`src/logic/dmaPkg.sv`:
```
package dmaPkg;

    // ============================================================
    // Widths
    // ============================================================

    // Byte address on the memory bus
    typedef logic [31:0] addrT;

    // Full data word, always transferred whole
    typedef logic [31:0] dataT;

    // Burst length field, beats minus 1
    typedef logic [3:0] lenT;

    // Block length in words
    typedef logic [15:0] countT;

    // ============================================================
    // Register map and descriptor layout
    // ============================================================

    localparam addrT EnableOffset   = 32'h100;
    localparam addrT DescBaseOffset = 32'h200;

    // Source, destination, length, next pointer
    localparam int DescWords = 4;

    // ============================================================
    // Channel bundles
    // ============================================================

    // Read or write address request
    typedef struct packed {
        logic valid;
        addrT addr;
        lenT  len;
    } addrReqT;

    // One beat of read or write data
    typedef struct packed {
        logic valid;
        dataT data;
        logic last;
    } dataBeatT;

    // Configuration write, address and data channels
    typedef struct packed {
        logic awvalid;
        addrT awaddr;
        logic wvalid;
        dataT wdata;
    } cfgWriteT;

    // Controller sequencing
    typedef enum logic [2:0] {
        Idle,
        DescAddr,
        DescData,
        XferAddr,
        XferData,
        WriteResp,
        Done
    } ctrlStateT;

endpackage
```
`src/logic/dmaTop.sv`:
```
module dmaTop #(
    parameter int MaxBurst = 16
) (
    input  logic             clk,
    input  logic             rst,

    // ============================================================
    // Configuration slave
    // ============================================================
    input  dmaPkg::cfgWriteT cfgWr,
    output logic             cfgAwready,
    output logic             cfgWready,
    output logic             cfgBvalid,
    input  logic             cfgBready,

    // ============================================================
    // Memory master
    // ============================================================
    output dmaPkg::addrReqT  arReq,
    input  logic             arready,
    input  dmaPkg::dataBeatT rBeat,
    output logic             rready,
    output dmaPkg::addrReqT  awReq,
    input  logic             awready,
    output dmaPkg::dataBeatT wBeat,
    input  logic             wready,
    input  logic             bvalid,
    output logic             bready,
    output logic             interrupt
);

    logic         startPulse;
    logic         stopPulse;
    dmaPkg::addrT descBase;
    dmaPkg::addrT descAddr;
    dmaPkg::addrT burstSrc;
    dmaPkg::addrT burstDst;
    dmaPkg::lenT  burstLen;
    logic         blockDone;
    logic         chainEnd;
    logic         loadWord;
    logic         loadFromBase;
    logic         burstStep;
    logic         moveEnable;
    logic         burstDone;
    logic         respDone;
    logic         descRready;
    logic         moverRready;

    regSlave regSlave_i (
        .clk        (clk),
        .rst        (rst),
        .cfgWr      (cfgWr),
        .awready    (cfgAwready),
        .wready     (cfgWready),
        .bvalid     (cfgBvalid),
        .bready     (cfgBready),
        .startPulse (startPulse),
        .stopPulse  (stopPulse),
        .descBase   (descBase)
    );

    dmaCtrl #(
        .MaxBurst (MaxBurst)
    ) dmaCtrl_i (
        .clk          (clk),
        .rst          (rst),
        .startPulse   (startPulse),
        .stopPulse    (stopPulse),
        .descAddr     (descAddr),
        .burstSrc     (burstSrc),
        .burstDst     (burstDst),
        .burstLen     (burstLen),
        .blockDone    (blockDone),
        .chainEnd     (chainEnd),
        .arReq        (arReq),
        .arready      (arready),
        .awReq        (awReq),
        .awready      (awready),
        .descRready   (descRready),
        .rBeat        (rBeat),
        .loadWord     (loadWord),
        .loadFromBase (loadFromBase),
        .burstStep    (burstStep),
        .moveEnable   (moveEnable),
        .burstDone    (burstDone),
        .respDone     (respDone),
        .interrupt    (interrupt)
    );

    descTracker #(
        .MaxBurst (MaxBurst)
    ) descTracker_i (
        .clk          (clk),
        .rst          (rst),
        .descBase     (descBase),
        .loadFromBase (loadFromBase),
        .loadWord     (loadWord),
        .rData        (rBeat.data),
        .burstStep    (burstStep),
        .descAddr     (descAddr),
        .burstSrc     (burstSrc),
        .burstDst     (burstDst),
        .burstLen     (burstLen),
        .blockDone    (blockDone),
        .chainEnd     (chainEnd)
    );

    burstMover burstMover_i (
        .clk        (clk),
        .rst        (rst),
        .moveEnable (moveEnable),
        .rBeat      (rBeat),
        .rready     (moverRready),
        .wBeat      (wBeat),
        .wready     (wready),
        .bvalid     (bvalid),
        .bready     (bready),
        .burstDone  (burstDone),
        .respDone   (respDone)
    );

    // Descriptor fetch and data phase never overlap
    assign rready = descRready | moverRready;

endmodule

```
`src/logic/burstMover.sv`:
```
module burstMover (
    input  logic             clk,
    input  logic             rst,
    input  logic             moveEnable,
    input  dmaPkg::dataBeatT rBeat,
    output logic             rready,
    output dmaPkg::dataBeatT wBeat,
    input  logic             wready,
    input  logic             bvalid,
    output logic             bready,
    output logic             burstDone,
    output logic             respDone
);

    dmaPkg::lenT beatCount;
    logic        beatHs;

    // Shared back-pressure, a stall on either side holds both
    assign rready = moveEnable && wready;

    always_comb begin
        wBeat.valid = moveEnable && rBeat.valid;
        wBeat.data  = rBeat.data;
        wBeat.last  = rBeat.last;
    end

    assign beatHs    = wBeat.valid && wready;
    assign burstDone = beatHs && rBeat.last;
    assign respDone  = bready && bvalid;

    // Beats within the current burst
    always_ff @(posedge clk or posedge rst) begin
        if (rst) begin
            beatCount <= '0;
        end else if (burstDone) begin
            beatCount <= '0;
        end else if (beatHs) begin
            beatCount <= beatCount + 1'b1;
        end
    end

    // Response accepted from the last beat on
    always_ff @(posedge clk or posedge rst) begin
        if (rst) begin
            bready <= 1'b0;
        end else if (burstDone) begin
            bready <= 1'b1;
        end else if (respDone) begin
            bready <= 1'b0;
        end
    end

    // The 16th beat of a burst must carry last
    assert property (@(posedge clk) disable iff (rst)
        (beatHs && (beatCount == '1)) |-> rBeat.last);

    // Data phase closes before the response is awaited
    assert property (@(posedge clk) disable iff (rst)
        wBeat.valid |-> moveEnable && !bready);

endmodule

```
`src/logic/descTracker.sv`:
```
module descTracker #(
    parameter int MaxBurst = 16
) (
    input  logic         clk,
    input  logic         rst,
    input  dmaPkg::addrT descBase,
    input  logic         loadFromBase,
    input  logic         loadWord,
    input  dmaPkg::dataT rData,
    input  logic         burstStep,
    output dmaPkg::addrT descAddr,
    output dmaPkg::addrT burstSrc,
    output dmaPkg::addrT burstDst,
    output dmaPkg::lenT  burstLen,
    output logic         blockDone,
    output logic         chainEnd
);

    localparam dmaPkg::countT MaxBeats = dmaPkg::countT'(MaxBurst);
    localparam int IdxBits = $clog2(dmaPkg::DescWords);

    logic [IdxBits-1:0] wordIdx;
    logic               lastWord;
    dmaPkg::countT      remaining;
    dmaPkg::countT      burstBeats;
    dmaPkg::addrT       stepBytes;

    // Source, destination and length until the next pointer arrives
    dmaPkg::dataT descWord [dmaPkg::DescWords-1];

    assign lastWord = loadWord && (wordIdx == IdxBits'(dmaPkg::DescWords - 1));

    always_ff @(posedge clk) begin
        if (loadWord && !lastWord) descWord[wordIdx] <= rData;
    end

    // ============================================================
    // Block progress
    // ============================================================

    always_ff @(posedge clk or posedge rst) begin
        if (rst) begin
            wordIdx   <= '0;
            remaining <= '0;
            chainEnd  <= 1'b0;
        end else begin
            if (loadFromBase) begin
                wordIdx <= '0;
            end else if (loadWord) begin
                wordIdx <= wordIdx + 1'b1;
            end
            if (lastWord) begin
                remaining <= dmaPkg::countT'(descWord[2]);
                chainEnd  <= rData[0];
            end else if (burstStep) begin
                remaining <= remaining - burstBeats;
            end
        end
    end

    // Pointer and working addresses
    always_ff @(posedge clk) begin
        if (loadFromBase) begin
            descAddr <= descBase;
        end else if (lastWord) begin
            descAddr <= {rData[31:1], 1'b0};
        end
        if (lastWord) begin
            burstSrc <= descWord[0];
            burstDst <= descWord[1];
        end else if (burstStep) begin
            burstSrc <= burstSrc + stepBytes;
            burstDst <= burstDst + stepBytes;
        end
    end

    // Next burst is the smaller of what is left and MaxBurst
    assign burstBeats = (remaining > MaxBeats) ? MaxBeats : remaining;
    assign burstLen   = dmaPkg::lenT'(burstBeats - 1'b1);
    assign stepBytes  = dmaPkg::addrT'(burstBeats) << 2;
    assign blockDone  = (remaining == '0);

endmodule

```
`src/logic/dmaCtrl.sv`:
```
module dmaCtrl #(
    parameter int MaxBurst = 16
) (
    input  logic             clk,
    input  logic             rst,
    input  logic             startPulse,
    input  logic             stopPulse,
    input  dmaPkg::addrT     descAddr,
    input  dmaPkg::addrT     burstSrc,
    input  dmaPkg::addrT     burstDst,
    input  dmaPkg::lenT      burstLen,
    input  logic             blockDone,
    input  logic             chainEnd,
    output dmaPkg::addrReqT  arReq,
    input  logic             arready,
    output dmaPkg::addrReqT  awReq,
    input  logic             awready,
    output logic             descRready,
    input  dmaPkg::dataBeatT rBeat,
    output logic             loadWord,
    output logic             loadFromBase,
    output logic             burstStep,
    output logic             moveEnable,
    input  logic             burstDone,
    input  logic             respDone,
    output logic             interrupt
);

    dmaPkg::ctrlStateT state;
    dmaPkg::ctrlStateT nextState;

    // Per-channel accepted flags for the transfer address phase
    logic arDone;
    logic awDone;
    logic arHs;
    logic awHs;
    logic rHs;
    logic xferAccepted;

    assign arHs         = arReq.valid && arready;
    assign awHs         = awReq.valid && awready;
    assign rHs          = rBeat.valid && descRready;
    assign xferAccepted = (arDone || arHs) && (awDone || awHs);

    // ============================================================
    // State machine
    // ============================================================

    always_ff @(posedge clk or posedge rst) begin
        if (rst) begin
            state <= dmaPkg::Idle;
        end else begin
            state <= nextState;
        end
    end

    always_comb begin
        nextState = state;
        case (state)
            dmaPkg::Idle: begin
                if (startPulse) nextState = dmaPkg::DescAddr;
            end
            dmaPkg::DescAddr: begin
                if (arHs) nextState = dmaPkg::DescData;
            end
            dmaPkg::DescData: begin
                if (rHs && rBeat.last) nextState = dmaPkg::XferAddr;
            end
            dmaPkg::XferAddr: begin
                if (xferAccepted) nextState = dmaPkg::XferData;
            end
            dmaPkg::XferData: begin
                if (burstDone) nextState = dmaPkg::WriteResp;
            end
            dmaPkg::WriteResp: begin
                if (respDone) begin
                    if (!blockDone) begin
                        nextState = dmaPkg::XferAddr;
                    end else if (chainEnd) begin
                        nextState = dmaPkg::Done;
                    end else begin
                        nextState = dmaPkg::DescAddr;
                    end
                end
            end
            dmaPkg::Done: begin
                if (stopPulse) nextState = dmaPkg::Idle;
            end
            default: begin
                nextState = dmaPkg::Idle;
            end
        endcase
    end

    always_ff @(posedge clk or posedge rst) begin
        if (rst) begin
            arDone <= 1'b0;
            awDone <= 1'b0;
        end else if ((state == dmaPkg::XferAddr) && !xferAccepted) begin
            arDone <= arDone || arHs;
            awDone <= awDone || awHs;
        end else begin
            arDone <= 1'b0;
            awDone <= 1'b0;
        end
    end

    // ============================================================
    // Address requests
    // ============================================================

    always_comb begin
        arReq = '0;
        awReq = '0;
        case (state)
            dmaPkg::DescAddr: begin
                arReq.valid = 1'b1;
                arReq.addr  = descAddr;
                arReq.len   = dmaPkg::lenT'(dmaPkg::DescWords - 1);
            end
            dmaPkg::XferAddr: begin
                arReq.valid = !arDone;
                arReq.addr  = burstSrc;
                arReq.len   = burstLen;
                awReq.valid = !awDone;
                awReq.addr  = burstDst;
                awReq.len   = burstLen;
            end
            default: begin
                arReq = '0;
                awReq = '0;
            end
        endcase
    end

    // Read data goes to the tracker only while fetching a descriptor
    assign descRready   = (state == dmaPkg::DescData);
    assign loadWord     = rHs;
    assign loadFromBase = (state == dmaPkg::Idle) && startPulse;
    assign moveEnable   = (state == dmaPkg::XferData);
    assign burstStep    = moveEnable && burstDone;
    assign interrupt    = (state == dmaPkg::Done);

    // Read address held with its payload until accepted
    assert property (@(posedge clk) disable iff (rst)
        (arReq.valid && !arready) |=> arReq.valid && $stable(arReq.addr));

    // Tracker never sizes a burst beyond MaxBurst
    assert property (@(posedge clk) disable iff (rst)
        awReq.valid |-> (int'(awReq.len) < MaxBurst));

endmodule

```
`src/logic/regSlave.sv`:
```
module regSlave (
    input  logic             clk,
    input  logic             rst,
    input  dmaPkg::cfgWriteT cfgWr,
    output logic             awready,
    output logic             wready,
    output logic             bvalid,
    input  logic             bready,
    output logic             startPulse,
    output logic             stopPulse,
    output dmaPkg::addrT     descBase
);

    typedef enum logic [1:0] {
        Accept,
        Data,
        Resp
    } slaveStateT;

    slaveStateT   state;
    dmaPkg::addrT wrAddr;
    logic         wrHs;
    logic         enableHit;

    always_ff @(posedge clk or posedge rst) begin
        if (rst) begin
            state <= Accept;
        end else begin
            case (state)
                Accept: begin
                    if (cfgWr.awvalid) state <= Data;
                end
                Data: begin
                    if (cfgWr.wvalid) state <= Resp;
                end
                Resp: begin
                    if (bready) state <= Accept;
                end
                default: begin
                    state <= Accept;
                end
            endcase
        end
    end

    // Address held for the data phase
    always_ff @(posedge clk) begin
        if (awready && cfgWr.awvalid) wrAddr <= cfgWr.awaddr;
    end

    assign awready = (state == Accept);
    assign wready  = (state == Data);
    assign bvalid  = (state == Resp);

    // Register decode on the data handshake
    assign wrHs       = cfgWr.wvalid && wready;
    assign enableHit  = wrHs && (wrAddr == dmaPkg::EnableOffset);
    assign startPulse = enableHit && cfgWr.wdata[0];
    assign stopPulse  = enableHit && !cfgWr.wdata[0];

    always_ff @(posedge clk or posedge rst) begin
        if (rst) begin
            descBase <= '0;
        end else if (wrHs && (wrAddr == dmaPkg::DescBaseOffset)) begin
            descBase <= cfgWr.wdata;
        end
    end

    // Write data held with its payload until accepted
    assert property (@(posedge clk) disable iff (rst)
        (cfgWr.wvalid && !wready) |=> cfgWr.wvalid && $stable(cfgWr.wdata));

endmodule

```
`config.mk`:
```
export PLATFORM = sky130hd
export DESIGN_NAME = dmaTop
export DESIGN_NICKNAME = d
export VERILOG_FILES = /design/src/logic/dmaPkg.sv /design/src/logic/dmaTop.sv /design/src/logic/burstMover.sv /design/src/logic/descTracker.sv /design/src/logic/dmaCtrl.sv /design/src/logic/regSlave.sv
export SDC_FILE = /design/constraint.sdc
export NUM_CORES = 1
export LEC_CHECK = 0
export ABC_AREA = 1
export BUFFER_PORTS_ARGS = -buffer_cell sky130_fd_sc_hd__buf_2
export CAP_MARGIN = 0
export CELL_PAD_IN_SITES_DETAIL_PLACEMENT = 1
export CELL_PAD_IN_SITES_GLOBAL_PLACEMENT = 1
export CORE_ASPECT_RATIO = 0.9
export CORE_MARGIN = 10
export CORE_UTILIZATION = 36
export DETAILED_ROUTE_END_ITERATION = 7
export MAX_ROUTING_LAYER = met4
export PLACE_DENSITY_LB_ADDON = 0.1
export SLEW_MARGIN = 20
export SYNTH_ARGS = -nofsm -noshare
export SYNTH_HDL_FRONTEND = slang
export SYNTH_SLANG_ARGS = --single-unit
```
`constraint.sdc`:
```
create_clock -name clk -period 2.9 [get_ports clk]
set_input_delay 0.58 -clock clk [delete_from_list [all_inputs] [get_ports clk]]
set_output_delay 0.58 -clock clk [all_outputs]
set_load 0.01 [all_outputs]
```
==> results of run 1 <==
cell type report:
type	instances	area [sq um]
diodes	1	2.502
clock buffers	37	808.3
clock inverters	20	202.7
fillers	4553	21950
inverters	181	684.4
multi-input cells	1013	6028
flip-flops and latches	267	7724
well taps	532	665.6
repair buffers	290	1729
where the power goes:
part | switching, mW | internal [mW] | leakage [nW]
clock | 1.66 | 2.27 | 0.489
combinational | 0.463 | 0.276 | 4.96
sequential | 0.0579 | 4.28 | 2.67
total | 2.19 | 6.82 | 8.11
cell usage in the layout, fill, tap and decap left out, types with 13 or more instances in the layout:
master     count
a21oi_1       38
o21ai_0       45
buf_4         60
dfrtp_1       58
nor3_1        25
edfxtp_1     208
a22o_1        19
inv_1        163
mux2_4        26
o21ai_1       24
clkbuf_16     31
nand2_1      315
buf_2        220
nand2_2       24
nand3_1       90
ha_1          34
a31oi_1       29
inv_2         17
nor4_1        13
conb_1        23
nor2_1       130
mux2_2        36
timing repair:
action	in CTS	in global routing
setup endpoints to repair	54	58
buffers inserted	18	9
pin swaps	12	18
resized for setup	19	40
cloned	0	0
sequential cells by signal, indices dropped and copies added (netlist names), 2 cells and up:
signal and cells:
descTracker_i.descWord 80, descTracker_i.burstDst 32, descTracker_i.burstSrc 32, descTracker_i.descAddr 32, regSlave_i.descBase 32, regSlave_i.wrAddr 32
descTracker_i.remaining 16, dmaCtrl_i.state 3, descTracker_i.wordIdx 2, regSlave_i.state 2
worst paths after layout:
kind,slack (ns),depth (start not counted),end
setup / recovery,0.03,10,awReq[2]
hold / removal,0.08,2,regSlave_i.state[1]$_DFFE_PP0P_
setup reg to reg,0.10,18,descTracker_i.burstDst[30]$_DFFE_PP_
hold reg to reg,0.46,2,descTracker_i.remaining[0]$_DFFE_PP0P_
max in group asynchronous,2.14,3,regSlave_i.descBase[10]$_DFFE_PP0P_
min in group clk,0.17,1,regSlave_i.wrAddr[10]$_DFFE_PP_
cells in the mapped netlist, drive strengths merged, types with 4 or more instances:
master	n	share of area (%)
a31oi	30	1.3
o22ai	4	0.17
o21ai	71	2.5
mux2	62	5.5
edfxtp	208	43
a22o	19	1.1
inv	181	4.7
xnor2	8	0.48
ha	38	3.3
nand3	100	3.8
clkbuf	14	0.36
o211ai	8	0.41
buf	57	2.7
nor2	151	4.4
o31ai	5	0.26
nor3	28	1.1
a21oi	47	1.7
nor4	14	0.64
nand4	15	0.77
nand2	349	9.7
nand3b	8	0.41
a21o	4	0.21
or2	6	0.26
xor2	9	0.54
dfrtp	59	10
per-layer routing:
layer / vias to the layer above / track usage (%) / wire [microns]
met5: - / - / 0
met4: 0 / 4.796 / 1145
met3: 49 / 3.075 / 1868
met2: 228 / 32.02 / 23070
met1: 5795 / 27.22 / 23280
li1: 5663 / - / -
per-stage QoR:
stage / worst slack (ns) / instances / hold slack [ns]
3_3_place_gp: 0.1125 / 2257 / 0.4368
3_5_place_dp: 0.01768 / 2257 / 0.4526
5_1_grt: -0.05792 / 2341 / 0.08428
4_1_cts: -0.0001696 / 2331 / 0.06983
2_1_floorplan: 0.05180 / 1532 / 0.4261
6_report: 0.03389 / 2341 / 0.07849
logic make-up after synthesis:
group / Yosys count / share of synthesized area, %
compound gates: 198 / 8.211
xor+xnor: 17 / 1.020
fa+ha+maj: 38 / 3.257
buf+inv: 252 / 7.723
flops: 267 / 52.90
mux: 62 / 5.451
other cells: 2 / 0.05145
simple gates: 675 / 21.39
worst max-delay path, delay by kind of cell (launching register included):
family / cells / cell delay (ns)
compound gates: 3 / 0.43
fa+ha+maj: 1 / 0.16
buf+inv: 2 / 0.18
flops: 1 / 0.44
simple gates: 4 / 0.48
==> impl_metrics.csv, run 1 <==
group,metric,value,unit
synthesis,ys_warn_count,0,
synthesis,synth_edf_count,208,
route,drt_first_pass_iters,5,
route,initialDrtViolationCount,590,
sta,fin_tns_setup,0,ns
synthesis,syn_area,14600,sq um
synthesis,syn_inst,1511,
route,vias_per_cell,5.013,
cts,cts_tree,"built",
route,routedWlPerCell,21.08,microns
min_path,hold_path.class,"in -> async",
cts,root_buffer,"clkbuf_16",
sta,report.final.slew_viol_count,0,
route,drc_errors,0,
job,drv_cap,0,
sta,rsz0062_at_grt,"true",
cts,cts_sinks,267,
critical_path,slowest_delay,0.44,ns
sta,worst_slew_pin_slew,0.6763,ns
finish,finalNetCount,1929,
cts,cts_hold_buf,0,
sta,finClkSkew,0.01518,ns
sta,min_period,2.866,ns
placement,place_congestion,0.9346,
synthesis,synth_flop_cell,"edfxtp_1",
placement,portBuffers,220,
sta,hold_violations,0,
synthesis,synth_seq_area_share,52.90,%
cts,insertion_delay,0.58,ns
critical_path,required,2.32,ns
route,wirelength,49360,microns
grt,first_global_vias,12410,
cts,ctsHtreeMaxLevel,1,
floorplan,coreArea,39800,sq um
critical_path,cp.arrival,2.29,ns
floorplan,rows,69,
grt,grt_remaining_overflow,0,
grt,grt_max_degree,91,
route,via_count,11740,
synthesis,synth_cell_types,56,
floorplan,num_io_pins,221,
critical_path,cp_cell_sequence,"nor2_4 > nand2_4 > a21oi_4 > nand2_4 > nor2_4 > inv_2 > ha_4 > a21oi_2 > o21a_1 > buf_2",
placement,placed_area,16430,sq um
finish,utilization,44.84,%
critical_path,critPathKind,"reg -> out",
power_and_ir_drop,ir_drop,464.8,uV
finish,drive_gt1_share,28.48,%
sta,slew_headroom,54.57,%
critical_path,startpoint,"descTracker_i.remaining[0]$_DFFE_PP0P_",
floorplan,initial_utilization,36.68,%
placement,dp_hpwl,37000,microns
synthesis,async_flop_share,22.10,%
route,antenna_left,0,
power_and_ir_drop,p_per_area,504.8,nW/um^2
floorplan,die-area,49020,sq um
sta,clock.fmax,348.9,MHz
critical_path,slowest_stage,"dfrtp_1",
critical_path,reg2reg_from,"descTracker_i.remaining[0]$_DFFE_PP0P_",
cts,cts_max_path_buffers,3,
sta,fin_crit_sh,98.83,%
critical_path,end_kind,"output pin",
sta,setup_viol,0,
finish,finalInstanceArea,17840,sq um
critical_path,critPathLaunchType,"register",
finish,syn_to_final_growth,22.24,%
cts,numCtsBuffers,31,
synthesis,ys_ff_latch,267,
cts,clk_pin_slew_worst_paths,0.06,ns
power_and_ir_drop,power.leakage,8.114,nW
power_and_ir_drop,finalPower,9.009,mW
critical_path,path_max_fanout,4,
grt,grt_use_total,20.37,%
run_status,status,"completed",
synthesis,avgSynthCellArea,9.661,sq um
grt,antenna_found_initial,2,
grt,grt_pass1_wl,74580,microns
floorplan,die_w,232.3,microns
floorplan,die_h,211.0,microns
Power figures use the tool's default switching activity.
==> run 2: changes to the inputs <==
--- a/config.mk
+++ b/config.mk
@@ -12,7 +12,7 @@
 export CELL_PAD_IN_SITES_GLOBAL_PLACEMENT = 1
 export CORE_ASPECT_RATIO = 0.9
 export CORE_MARGIN = 10
-export CORE_UTILIZATION = 36
+export CORE_UTILIZATION = 40
 export DETAILED_ROUTE_END_ITERATION = 7
 export MAX_ROUTING_LAYER = met4
 export PLACE_DENSITY_LB_ADDON = 0.1
==> run 2 against run 1 <==
Final cell count decreased by 3.2%. Sequential power about the same. Design area decreased by 0.79%. Worst hold slack improved by 0.094 ns. Critical path depth unchanged. Combinational power decreased by 1%. Largest cell class unchanged. Non-clock buffer count decreased by 18. Worst setup slack improved by 0.017 ns.
==> impl_metrics.csv, run 2 (synthesis gave the netlist of run 1 again) <==
group,metric,value,unit
run_status,status,"completed",
route,drt_first_pass_iters,5,
floorplan,die-area,44550,sq um
route,wirelength,49170,microns
critical_path,slowest_stage,"dfrtp_1",
sta,slew_headroom,62.20,%
finish,regMostFlops,"descTracker_i.descWord",
power_and_ir_drop,ir_drop,490.0,uV
floorplan,coreArea,36090,sq um
critical_path,slowest_delay,0.41,ns
cts,clk_pin_slew_worst_paths,0.06,ns
sta,fin_crit_sh,98.23,%
grt,grt_max_degree,91,
finish,finalNetCount,1911,
floorplan,num_io_pins,221,
power_and_ir_drop,finalPower,9.055,mW
critical_path,required,2.32,ns
critical_path,crit_buf_inv,2,
finish,finalInstanceArea,17700,sq um
cts,cts_sinks,267,
power_and_ir_drop,power.leakage,8.035,nW
sta,setup_viol,0,
floorplan,die_h,201.2,microns
cts,root_buffer,"clkbuf_16",
placement,place_congestion,0.9015,
sta,worst_slew_pin_slew,0.5626,ns
sta,finClkSkew,0.008185,ns
grt,grt_pass1_wl,74370,microns
route,antenna_left,0,
finish,syn_to_final_growth,21.28,%
sta,clock.fmax,351.0,MHz
floorplan,initial_utilization,40.45,%
cts,numCtsBuffers,31,
sta,report.final.slew_viol_count,0,
critical_path,critPathKind,"reg -> out",
sta,min_period,2.849,ns
finish,drive_gt1_share,28.08,%
power_and_ir_drop,p_per_area,511.4,nW/um^2
finish,mostFrequentLayoutCells,"nand2_1 (314), buf_2 (220), edfxtp_1 (208)",
sta,fin_tns_setup,0,ns
critical_path,cp_cell_sequence,"nor2_2 > nand2_2 > a21oi_4 > nand2_4 > nor2_4 > inv_2 > ha_4 > a21oi_4 > o21a_1 > buf_2",
finish,diodes,0,
route,via_count,11720,
floorplan,rows,66,
grt,antenna_found_initial,0,
cts,cts_max_path_buffers,3,
route,routedWlPerCell,21.69,microns
floorplan,die_w,221.4,microns
sta,hold_violations,0,
critical_path,cp.arrival,2.27,ns
finish,largest_reg_flops,80,
placement,dp_hpwl,36670,microns
grt,grt_remaining_overflow,0,
critical_path,end_kind,"output pin",
critical_path,critPathLaunchType,"register",
critical_path,critical-path-top-delay-family,"simple AND/OR/NAND/NOR gates",
min_path,hold_path.class,"in -> reg",
sta,hold_ws,0.1727,ns
critical_path,cpMostUsedCell,"a21oi_4",
grt,first_global_vias,12540,
finish,layout_commonest_cell,"nand2_1",
cts,insertion_delay,0.58,ns
placement,placed_area,16310,sq um
route,drc_errors,0,
route,vias_per_cell,5.171,
job,drv_cap,0,
sta,rsz0062_at_grt,"true",
route,initialDrtViolationCount,827,
cts,cts_tree,"built",
grt,grt_use_total,21.80,%
cts,ctsHtreeMaxLevel,1,
finish,utilization,49.06,%
critical_path,path_max_fanout,4,
placement,portBuffers,220,
==> run 2: changes by cell type in the layout (fill, tap and decap cells not counted), moves of 3 or more <==
| cell | before | now |
|---|---|---|
| buf_4 | 60 | 40 |
| clkbuf_1 | 5 | 10 |
| inv_6 | 4 | 0 |
| nand2_2 | 24 | 27 |
| nand3_2 | 6 | 9 |
| nor2_2 | 8 | 11 |
| o21ai_0 | 45 | 53 |
| o21ai_1 | 24 | 16 |
==> run 2: final timing paths <==
check,startpoint,end,slack [ns],cells past startpoint
setup / recovery,descTracker_i.remaining[0]$_DFFE_PP0P_,awReq[2],0.05,10
hold / removal,cfgWr[53],regSlave_i.wrAddr[20]$_DFFE_PP_,0.17,1
setup reg to reg,descTracker_i.remaining[0]$_DFFE_PP0P_,descTracker_i.burstDst[10]$_DFFE_PP_,0.12,19
hold reg to reg,descTracker_i.descWord[2][0]$_DFFE_PP_,descTracker_i.remaining[0]$_DFFE_PP0P_,0.46,2
max in group asynchronous,rst,regSlave_i.descBase[8]$_DFFE_PP0P_,1.63,4
min in group asynchronous,rst,regSlave_i.state[0]$_DFFE_PP0P_,0.52,3
==> run 2: what timing repair did <==
| action | 4_1_cts | 5_1_grt |
|---|---|---|
| buffers inserted | 7 | 5 |
| hold buffers | 1 | 0 |
| endpoints found under the setup margin | 34 | 58 |
| cloned | 0 | 1 |
| gates resized for setup | 22 | 40 |
| pin swaps | 12 | 14 |
| hold endpoints to repair | 12 | 0 |
==> run 2: per-layer routing <==
layer	GRT usage, %	wire length [microns]	up-vias
li1	-	-	5629
met1	29.27	23590	5793
met2	34.28	22570	246
met3	3.058	1882	55
met4	5.133	1131	0
met5	-	0	-
==> run 2: per-stage QoR <==
step | worst slack, ns | std cells
final | 0.05119 | 2267
after detailed placement | -0.002304 | 2196
after global routing | -0.07217 | 2267
after CTS | -0.009779 | 2261
after global placement | 0.03558 | 2196
after floorplan | 0.05180 | 1532
==> run 2: report_power, final <==
part | switching [mW] | internal (mW)
Sequential | 0.0585 | 4.28
Clock | 1.61 | 2.38
Combinational | 0.466 | 0.265
==> run 2: cell type report <==
cell class	instances	area, sq um
clock buffers	43	840.8
clock inverters	15	186.4
fillers	4157	18380
inverters	181	684.4
multi-input cells	1013	6063
flip-flops and latches	267	7725
well taps	476	595.6
repair buffers	272	1609
==> run 2: worst register-to-register path: stages, from the launching register on <==
cell and delay, ns:
dfrtp_1 0.41, nor2_2 0.15, nand2_2 0.09, buf_4 0.16
nand2_1 0.08, nand2_2 0.09, nor2_8 0.15, nand3_4 0.11
nand2_2 0.13, inv_1 0.06, ha_1 0.19, inv_1 0.09
nand2_4 0.08, nand3_2 0.08, nand2_4 0.09, nand2_1 0.07
nand2_1 0.10, or2_2 0.29, nand3_1 0.07, nand2_1 0.05
